===== src/pcap_cfg_pkg.sv =====
// Width and depth constants for the capture path
// Shared by the ingress FIFO, the record packer and the narrowing FIFO
package pcap_cfg_pkg;

  // AXI4-Stream ingress bus
  localparam int axis_data_w  = 64;
  // Descriptor must fit in one data beat
  localparam int axis_tuser_w = 64;
  localparam int axis_strb_w  = axis_data_w / 8;

  // Nine bits per byte, strobe above data
  localparam int rec_w          = axis_strb_w * 9;
  localparam int slice_w        = 18;
  localparam int slices_per_rec = rec_w / slice_w;
  localparam int slice_idx_w    = $clog2(slices_per_rec);
  localparam int slice_last_i   = slices_per_rec - 1;
  localparam logic [slice_idx_w-1:0] slice_last = slice_last_i[slice_idx_w-1:0];

  // Ingress beat FIFO, power of two deep
  localparam int ififo_depth_bits = 2;
  localparam int ififo_depth      = 1 << ififo_depth_bits;
  localparam int ififo_cnt_w      = ififo_depth_bits + 1;
  localparam int ififo_nf_lvl     = ififo_depth - 1;
  localparam logic [ififo_cnt_w-1:0] ififo_full_cnt = ififo_depth[ififo_cnt_w-1:0];
  localparam logic [ififo_cnt_w-1:0] ififo_nf_cnt   = ififo_nf_lvl[ififo_cnt_w-1:0];

  // Record FIFO, in 72-bit words
  localparam int rfifo_depth = 8;
  localparam int rfifo_ptr_w = $clog2(rfifo_depth);
  localparam int rfifo_cnt_w = rfifo_ptr_w + 1;
  localparam logic [rfifo_cnt_w-1:0] rfifo_full_cnt = rfifo_depth[rfifo_cnt_w-1:0];

endpackage


===== src/pcap_rec_pkg.sv =====
// Types for ingress beats, record words and the packer FSM
// Widths come from the config package
package pcap_rec_pkg;

  // Plain bus vectors
  typedef logic [pcap_cfg_pkg::axis_data_w-1:0]  axis_data_t;
  typedef logic [pcap_cfg_pkg::axis_strb_w-1:0]  axis_strb_t;
  typedef logic [pcap_cfg_pkg::axis_tuser_w-1:0] axis_tuser_t;

  // One record word and one consumer slice
  typedef logic [pcap_cfg_pkg::rec_w-1:0]   rec_word_t;
  typedef logic [pcap_cfg_pkg::slice_w-1:0] fifo_slice_t;

  // Ingress beat as held in the small FIFO
  // Field order is last, tuser, strb, data from the top bit down
  typedef struct packed {
    logic        last;
    axis_tuser_t tuser;
    axis_strb_t  strb;
    axis_data_t  data;
  } axis_beat_t;

  // One byte lane of a record word, strobe as ninth bit
  typedef struct packed {
    logic       strb;
    logic [7:0] data;
  } rec_lane_t;

  // Packer FSM
  typedef enum logic {
    wr_tuser = 1'b0,
    wr_pkt   = 1'b1
  } pack_state_t;

endpackage


===== src/fallthrough_small_fifo.sv =====
// Small first-word-fall-through FIFO for ingress beats
// Head entry is always on dout and rd_en consumes it
// nearly_full drives AXI-Stream back-pressure with one slot of margin
`timescale 1ns/1ps

module fallthrough_small_fifo (
  input  logic                     axi_aclk,
  input  logic                     rst_n,
  input  logic                     sw_rst,
  input  pcap_rec_pkg::axis_beat_t din,
  input  logic                     wr_en,
  input  logic                     rd_en,
  output pcap_rec_pkg::axis_beat_t dout,
  output logic                     empty,
  output logic                     nearly_full
);

  // Beat storage
  pcap_rec_pkg::axis_beat_t mem [pcap_cfg_pkg::ififo_depth];

  logic [pcap_cfg_pkg::ififo_depth_bits-1:0] wr_ptr;
  logic [pcap_cfg_pkg::ififo_depth_bits-1:0] rd_ptr;
  logic [pcap_cfg_pkg::ififo_cnt_w-1:0]      count;
  logic                                      full;
  logic                                      do_wr;
  logic                                      do_rd;

  assign full        = (count == pcap_cfg_pkg::ififo_full_cnt);
  assign empty       = (count == '0);
  // At most one free slot left
  assign nearly_full = (count >= pcap_cfg_pkg::ififo_nf_cnt);

  // Illegal requests are dropped
  assign do_wr = wr_en && !full;
  assign do_rd = rd_en && !empty;

  // Fall-through view of the head
  assign dout = mem[rd_ptr];

  always_ff @(posedge axi_aclk) begin
    if (do_wr) begin
      mem[wr_ptr] <= din;
    end
  end

  // Pointers and occupancy
  always_ff @(posedge axi_aclk) begin
    if (!rst_n || sw_rst) begin
      wr_ptr <= '0;
      rd_ptr <= '0;
      count  <= '0;
    end else begin
      if (do_wr) begin
        wr_ptr <= wr_ptr + 1'b1;
      end
      if (do_rd) begin
        rd_ptr <= rd_ptr + 1'b1;
      end
      // Simultaneous push and pop leave count alone
      if (do_wr && !do_rd) begin
        count <= count + 1'b1;
      end else if (do_rd && !do_wr) begin
        count <= count - 1'b1;
      end
    end
  end

  // tready upstream must keep writes off a full FIFO
  a_no_wr_full: assert property (@(posedge axi_aclk) disable iff (!rst_n || sw_rst)
    wr_en |-> !full);

  // Packer must only pop what it sees
  a_no_rd_empty: assert property (@(posedge axi_aclk) disable iff (!rst_n || sw_rst)
    rd_en |-> !empty);

endmodule


===== src/pcap_record_packer.sv =====
// Packet record packer between the ingress FIFO and the record FIFO
// Per packet emits one descriptor word, then one word per data beat
// Each byte leaves as {strobe, data} in a nine-bit lane
`timescale 1ns/1ps

module pcap_record_packer (
  input  logic                     axi_aclk,
  input  logic                     rst_n,
  input  logic                     sw_rst,
  input  pcap_rec_pkg::axis_beat_t beat,
  input  logic                     beat_empty,
  output logic                     beat_rd_en,
  input  logic                     rec_full,
  output pcap_rec_pkg::rec_word_t  rec_din,
  output logic                     rec_wr_en
);

  pcap_rec_pkg::pack_state_t state;
  pcap_rec_pkg::pack_state_t next_state;

  // Lane sources from descriptor or beat
  pcap_rec_pkg::axis_data_t src_data;
  pcap_rec_pkg::axis_strb_t src_strb;

  // Packed lanes with lane 0 in the low nine bits
  pcap_rec_pkg::rec_lane_t [pcap_cfg_pkg::axis_strb_w-1:0] lanes;

  // Beat at head and room downstream
  logic can_move;

  assign can_move = !beat_empty && !rec_full;

  // Next state with write and pop strobes
  always_comb begin
    next_state = state;
    beat_rd_en = 1'b0;
    rec_wr_en  = 1'b0;
    src_data   = beat.data;
    src_strb   = beat.strb;

    case (state)
      pcap_rec_pkg::wr_tuser: begin
        // Descriptor is the first beat's tuser zero-extended
        src_data = pcap_rec_pkg::axis_data_t'(beat.tuser);
        src_strb = '1;
        if (can_move) begin
          rec_wr_en = 1'b1;
          // Beat stays at head for the data word
          next_state = pcap_rec_pkg::wr_pkt;
        end
      end
      pcap_rec_pkg::wr_pkt: begin
        if (can_move) begin
          rec_wr_en  = 1'b1;
          beat_rd_en = 1'b1;
          if (beat.last) begin
            next_state = pcap_rec_pkg::wr_tuser;
          end
        end
      end
      default: begin
        next_state = pcap_rec_pkg::wr_tuser;
      end
    endcase
  end

  // Byte plus strobe per lane
  always_comb begin
    for (int i = 0; i < pcap_cfg_pkg::axis_strb_w; i++) begin
      lanes[i].strb = src_strb[i];
      lanes[i].data = src_data[8*i +: 8];
    end
  end

  assign rec_din = lanes;

  // State register
  always_ff @(posedge axi_aclk) begin
    if (!rst_n || sw_rst) begin
      state <= pcap_rec_pkg::wr_tuser;
    end else begin
      state <= next_state;
    end
  end

  // Descriptor write must not consume the beat
  a_no_pop_in_tuser: assert property (@(posedge axi_aclk) disable iff (!rst_n || sw_rst)
    (state == pcap_rec_pkg::wr_tuser) |-> !beat_rd_en);

endmodule


===== src/record_narrow_fifo.sv =====
// Record FIFO with a narrowing read port
// Stores 72-bit record words, reads them as 18-bit slices, lowest first
// Read side is first-word-fall-through, rd_en while empty is ignored
`timescale 1ns/1ps

module record_narrow_fifo (
  input  logic                      axi_aclk,
  input  logic                      rst_n,
  input  logic                      sw_rst,
  input  pcap_rec_pkg::rec_word_t   din,
  input  logic                      wr_en,
  output logic                      full,
  input  logic                      rd_en,
  output pcap_rec_pkg::fifo_slice_t dout,
  output logic                      empty
);

  // Word storage
  pcap_rec_pkg::rec_word_t mem [pcap_cfg_pkg::rfifo_depth];

  logic [pcap_cfg_pkg::rfifo_ptr_w-1:0] wr_ptr;
  logic [pcap_cfg_pkg::rfifo_ptr_w-1:0] rd_ptr;
  logic [pcap_cfg_pkg::rfifo_cnt_w-1:0] count;

  // Which slice of the head word is on dout
  logic [pcap_cfg_pkg::slice_idx_w-1:0] slice_idx;

  pcap_rec_pkg::rec_word_t head_word;

  logic do_wr;
  logic do_rd;
  logic word_pop;

  assign full  = (count == pcap_cfg_pkg::rfifo_full_cnt);
  assign empty = (count == '0);

  assign do_wr = wr_en && !full;
  // Slice pop, only with data present
  assign do_rd = rd_en && !empty;
  // Head word leaves after its last slice
  assign word_pop = do_rd && (slice_idx == pcap_cfg_pkg::slice_last);

  // Head slice select
  assign head_word = mem[rd_ptr];
  assign dout      = head_word[slice_idx * pcap_cfg_pkg::slice_w +: pcap_cfg_pkg::slice_w];

  always_ff @(posedge axi_aclk) begin
    if (do_wr) begin
      mem[wr_ptr] <= din;
    end
  end

  // Write side
  always_ff @(posedge axi_aclk) begin
    if (!rst_n || sw_rst) begin
      wr_ptr <= '0;
    end else if (do_wr) begin
      wr_ptr <= wr_ptr + 1'b1;
    end
  end

  // Read side, slice counter then word pointer
  always_ff @(posedge axi_aclk) begin
    if (!rst_n || sw_rst) begin
      rd_ptr    <= '0;
      slice_idx <= '0;
    end else if (do_rd) begin
      if (word_pop) begin
        slice_idx <= '0;
        rd_ptr    <= rd_ptr + 1'b1;
      end else begin
        slice_idx <= slice_idx + 1'b1;
      end
    end
  end

  // Occupancy in whole words
  always_ff @(posedge axi_aclk) begin
    if (!rst_n || sw_rst) begin
      count <= '0;
    end else begin
      if (do_wr && !word_pop) begin
        count <= count + 1'b1;
      end else if (word_pop && !do_wr) begin
        count <= count - 1'b1;
      end
    end
  end

  // Packer stalls on full, so a write here means lost records
  a_no_wr_full: assert property (@(posedge axi_aclk) disable iff (!rst_n || sw_rst)
    wr_en |-> !full);

  // Slice index only moves while a word is held
  a_idx_idle: assert property (@(posedge axi_aclk) disable iff (!rst_n || sw_rst)
    empty |-> (slice_idx == '0));

endmodule


===== src/axis_to_fifo.sv =====
// Capture top level, AXI4-Stream packets in, 18-bit record slices out
// Ingress FIFO feeds the packer, the packer feeds the narrowing FIFO
// sw_rst clears all buffered data like rst_n
`timescale 1ns/1ps

module axis_to_fifo (
  input  logic                      axi_aclk,
  input  logic                      rst_n,
  // AXI4-Stream slave
  input  pcap_rec_pkg::axis_data_t  s_axis_tdata,
  input  pcap_rec_pkg::axis_strb_t  s_axis_tstrb,
  input  pcap_rec_pkg::axis_tuser_t s_axis_tuser,
  input  logic                      s_axis_tvalid,
  output logic                      s_axis_tready,
  input  logic                      s_axis_tlast,
  // Record FIFO read port
  input  logic                      fifo_rd_en,
  output pcap_rec_pkg::fifo_slice_t fifo_dout,
  output logic                      fifo_empty,
  input  logic                      sw_rst
);

  pcap_rec_pkg::axis_beat_t in_beat;
  pcap_rec_pkg::axis_beat_t head_beat;
  pcap_rec_pkg::rec_word_t  rec_din;

  logic ififo_wr_en;
  logic ififo_rd_en;
  logic ififo_empty;
  logic ififo_nearly_full;
  logic rec_wr_en;
  logic rec_full;

  // Bundle the ingress beat
  assign in_beat = '{last: s_axis_tlast, tuser: s_axis_tuser,
                     strb: s_axis_tstrb, data: s_axis_tdata};

  // Back-pressure from the ingress FIFO
  assign s_axis_tready = !ififo_nearly_full;
  assign ififo_wr_en   = s_axis_tvalid && s_axis_tready;

  fallthrough_small_fifo ififo_i (
    .axi_aclk    (axi_aclk),
    .rst_n       (rst_n),
    .sw_rst      (sw_rst),
    .din         (in_beat),
    .wr_en       (ififo_wr_en),
    .rd_en       (ififo_rd_en),
    .dout        (head_beat),
    .empty       (ififo_empty),
    .nearly_full (ififo_nearly_full)
  );

  pcap_record_packer packer_i (
    .axi_aclk   (axi_aclk),
    .rst_n      (rst_n),
    .sw_rst     (sw_rst),
    .beat       (head_beat),
    .beat_empty (ififo_empty),
    .beat_rd_en (ififo_rd_en),
    .rec_full   (rec_full),
    .rec_din    (rec_din),
    .rec_wr_en  (rec_wr_en)
  );

  record_narrow_fifo rfifo_i (
    .axi_aclk (axi_aclk),
    .rst_n    (rst_n),
    .sw_rst   (sw_rst),
    .din      (rec_din),
    .wr_en    (rec_wr_en),
    .full     (rec_full),
    .rd_en    (fifo_rd_en),
    .dout     (fifo_dout),
    .empty    (fifo_empty)
  );

endmodule


===== config.mk =====
export PLATFORM = sky130hd
export DESIGN_NAME = axis_to_fifo
export DESIGN_NICKNAME = d
export VERILOG_FILES = /design/src/pcap_cfg_pkg.sv /design/src/pcap_rec_pkg.sv /design/src/fallthrough_small_fifo.sv /design/src/pcap_record_packer.sv /design/src/record_narrow_fifo.sv /design/src/axis_to_fifo.sv
export SDC_FILE = /design/constraint.sdc
export NUM_CORES = 1
export LEC_CHECK = 0
export ABC_AREA = 1
export BUFFER_PORTS_ARGS = -buffer_cell sky130_fd_sc_hd__buf_2
export CORE_MARGIN = 5
export CORE_UTILIZATION = 25
export CTS_CLUSTER_DIAMETER = 60
export DETAILED_ROUTE_END_ITERATION = 10
export PLACE_DENSITY = 0.49
export SLEW_MARGIN = 30
export SYNTH_ARGS = -nofsm -noshare
export SYNTH_HDL_FRONTEND = slang
export SYNTH_HIERARCHICAL = 1
export SYNTH_SLANG_ARGS = --single-unit

===== constraint.sdc =====
create_clock -name axi_aclk -period 16.51 [get_ports axi_aclk]
set_input_delay 2.4765 -clock axi_aclk [delete_from_list [all_inputs] [get_ports axi_aclk]]
set_output_delay 2.4765 -clock axi_aclk [all_outputs]
set_load 0.02 [all_outputs]

==> flow_summary_export.csv <==
group,metric,value,unit
sta,setup-violations-final,0,
global_route,track_usage,12.84,%
global_route,grt_pass1_vias,27050,
global_route,grt_overflow,0,
route,wl_per_cell,20.20,um
power_and_ir_drop,ir_worst_vdd,0.00008557,V
global_route,grt_pass1_wl,185500,um
place,portBuffers,161,
synthesis,synthMuxAreaShare,0,%
synthesis,synthXorXnorAreaFrac,0.05749,%
global_route,busiest_layer,"met2",
sta,finalCritPeriodShare,42.16,%
worst_hold_path,worstHoldStart,"rfifo_i/rd_ptr[2]",
clock_network,clock-root-buffer,"clkbuf_16",
die,dieHeight,437.6,um
global_route,use_met2,21.51,%
setup_path,path_class,"flop to output port",
route,remaining_drc_errors,0,
setup_path,critPathSlowestCell,"buf_4",
place,place_hpwl,71170,um
setup_path,r2r_start,"ififo_i/count[0]",
route,routed_wl,126800,um
run,max-cap-violations,0,
sta,maxSlewViolCount,0,
die,start_util,25.04,%
clock_network,cts_tree,"built",
power_and_ir_drop,p_leak,18.32,nW
route,via_per_inst,4.510,
die,die_area,0.1915,mm^2
setup_path,path_max_fanout,69,
clock_network,cts.sinks,1149,
finish,final_cell_mix,"edfxtp_1 (1,124), nand2_1 (1,039), nand3_1 (440)",
finish,finalNetCount,3935,
clock_network,clkTransAtPathRegs,0.06,ns
finish,fill_cells,18350,
synthesis,synthAdderAreaFrac,0.3887,%
sta,min_period,6.961,ns
route,dr.pass1.iters,5,
synthesis,ys_seq_area_share,74.95,%
synthesis,synth_top_family_by_area,"simple AND/OR/NAND/NOR gates",
setup_path,worst_ep_arrival_time,4.48,ns
synthesis,ys_ff_latch,1149,
die,core-area,0.1825,mm^2
die,io_pins,162,
setup_path,cp_cell_sequence,"inv_4, buf_4, buf_4, nand3_1, nand3_1, nand2_1, nand2_1, nand2_1, nand2_1, nand2_1, buf_2",
sta,final.setup.tns,0,ns
route,vias,28300,
setup_path,worstSetupEndpointType,"output port",
clock_network,clk_path_buf_depth,3,
synthesis,postSynthAreaPerCell,12.45,um^2
setup_path,cpMostUsedCell,"nand2_1",
global_route,antenna_found_initial,33,
clock_network,cts_made_buffers,116,
finish,synthToLayoutAreaGrowth,15.49,%
synthesis,syn-num-nets,3825,
global_route,met1_usage,16.90,%
sta,max_freq,0.1437,GHz
synthesis,synthSimpleGateAreaFrac,16.01,%
finish,final_common_cell,"edfxtp_1",
place,gp_congestion,0.7301,
clock_network,post_cts_resized,0,
run_status,status,"finished, final reports clean",
finish,layout-drive-gt1-share,10.73,%
route,final_antenna_net_count,0,
route,drtIter0Drc,2245,
clock_network,post_cts_buffers,0,
sta,slew_headroom,32.33,%
power_and_ir_drop,p_total,6.348,mW
synthesis,synth_warnings,6,
clock_network,clock_latency,0.73,ns
setup_path,crit_required,14.03,ns
synthesis,synth.distinct_cells,30,
synthesis,synth_compound_area_share,5.177,%
setup_path,slowest_delay,0.86,ns
synthesis,syn_inst,3670,
synthesis,netlist_area,0.04570,mm^2
setup_path,startpoint_type,"flop",
die,row_count,157,
global_route,global_route.usage.met3,2.489,%
worst_hold_path,hold_path.class,"flop to flop",
sta,worst_slew_pin_slew,1.015,ns
power_and_ir_drop,powerDensity,120.3,mW/mm^2
sta,hold_viol,0,
sta,skew,0.02819,ns
clock_network,ctsHoldBuffers,0,
die,dieWidth,437.6,um
sta,rsz0062_at_grt,"no",
clock_network,cts.htree.levels,3,
global_route,grt_max_degree,170,
[cells by family after synthesis]
kind of cell,count (synthesis)
buffers and inverters,272
xor gates and xnor gates,3
AOI/OAI and AO/OA,438
DFF,1149
adders and majority gates,13
and+or+nand+nor,1795
[worst paths after layout]
path / to / slack (ns) / cells past startpoint
worst max-delay path: fifo_dout[7] / 9.55 / 11
worst min-delay path: flop / 0.45 / 2
worst max register to register: ififo_i/mem[2][26] / 12.86 / 8
worst min register to register: flop / 0.45 / 2
[per-layer routing]
| layer | vias up | wire length, um |
|---|---|---|
| met5 | - | 78 |
| met1 | 14100 | 54740 |
| met3 | 184 | 7241 |
| li1 | 13300 | - |
| met4 | 16 | 3252 |
| met2 | 698 | 61450 |
[cell type report]
type / instances / area [um^2] / area share, %
Timing Repair Buffer: 216 / 1476 / 2.797
Clock inverter: 78 / 772.0 / 1.463
Inverter: 48 / 202.7 / 0.3840
Antenna cell: 12 / 30.03 / 0.05689
Clock buffer: 137 / 3067 / 5.810
Sequential cell: 1149 / 34280 / 64.94
Multi-Input combinational cell: 2249 / 9976 / 18.90
Tap cell: 2385 / 2984 / 5.654
[Yosys cell counts (all sizes together)]
| library cell | n | area (um^2) |
|---|---|---|
| nor3 | 1 | 5.000 |
| or2 | 8 | 50.05 |
| inv | 47 | 186.4 |
| edfxtp | 1124 | 33750 |
| clkbuf | 68 | 255.2 |
| ha | 11 | 137.6 |
| dfxtp | 25 | 500.5 |
| a211oi | 1 | 7.510 |
| a21oi | 17 | 85.08 |
| xnor2 | 1 | 8.760 |
| xor2 | 2 | 17.52 |
| nor2 | 306 | 1151 |
| o21ai | 283 | 1416 |
| nand2 | 1039 | 3900 |
| nand3b | 1 | 7.510 |
| clkinv | 1 | 3.750 |
| nand3 | 440 | 2202 |
| o22ai | 137 | 857.1 |
| fa | 2 | 40.04 |
| buf | 156 | 1120 |
[where the power goes]
| group | switching [mW] | internal, mW | leakage (nW) |
|---|---|---|---|
| clock network | 1.12 | 1.53 | 1.89 |
| registers | 0.0198 | 3.32 | 10.5 |
| logic | 0.273 | 0.0801 | 5.93 |
| total | 1.42 | 4.93 | 18.3 |
[worst max-delay path: cells and delay by family, from the launching register on]
family | cells | cell delay (ns)
buffers and inverters | 4 | 2.11
DFF | 1 | 0.50
and+or+nand+nor | 7 | 1.00
[state kept, by name, summed over array words and instances, names as in the netlist, named ones only]
name               flops
rfifo_i/mem          576
ififo_i/rd_ptr         2
rfifo_i/slice_idx      2
rfifo_i/count          4
rfifo_i/wr_ptr         3
packer_i/state         1
ififo_i/wr_ptr         2
rfifo_i/rd_ptr         3
ififo_i/mem          548
ififo_i/count          3
[per-stage QoR]
| stage | hold slack (ns) | std cells | util, % | area, um^2 | setup slack [ns] |
|---|---|---|---|---|---|
| final | 0.4509 | 6274 | 28.92 | 52780 | 9.549 |
| after global placement | 0.4375 | 6037 | 26.65 | 48630 | 10.31 |
| after global routing | 0.4807 | 6264 | 28.91 | 52760 | 9.406 |
| after floorplan | 0.4334 | 3670 | - | 45700 | 7.444 |
| after detailed placement | 0.4404 | 6045 | 26.77 | 48860 | 10.31 |
| after CTS | 0.4499 | 6260 | 28.88 | 52700 | 9.525 |
(Power assumes the default switching activity.)
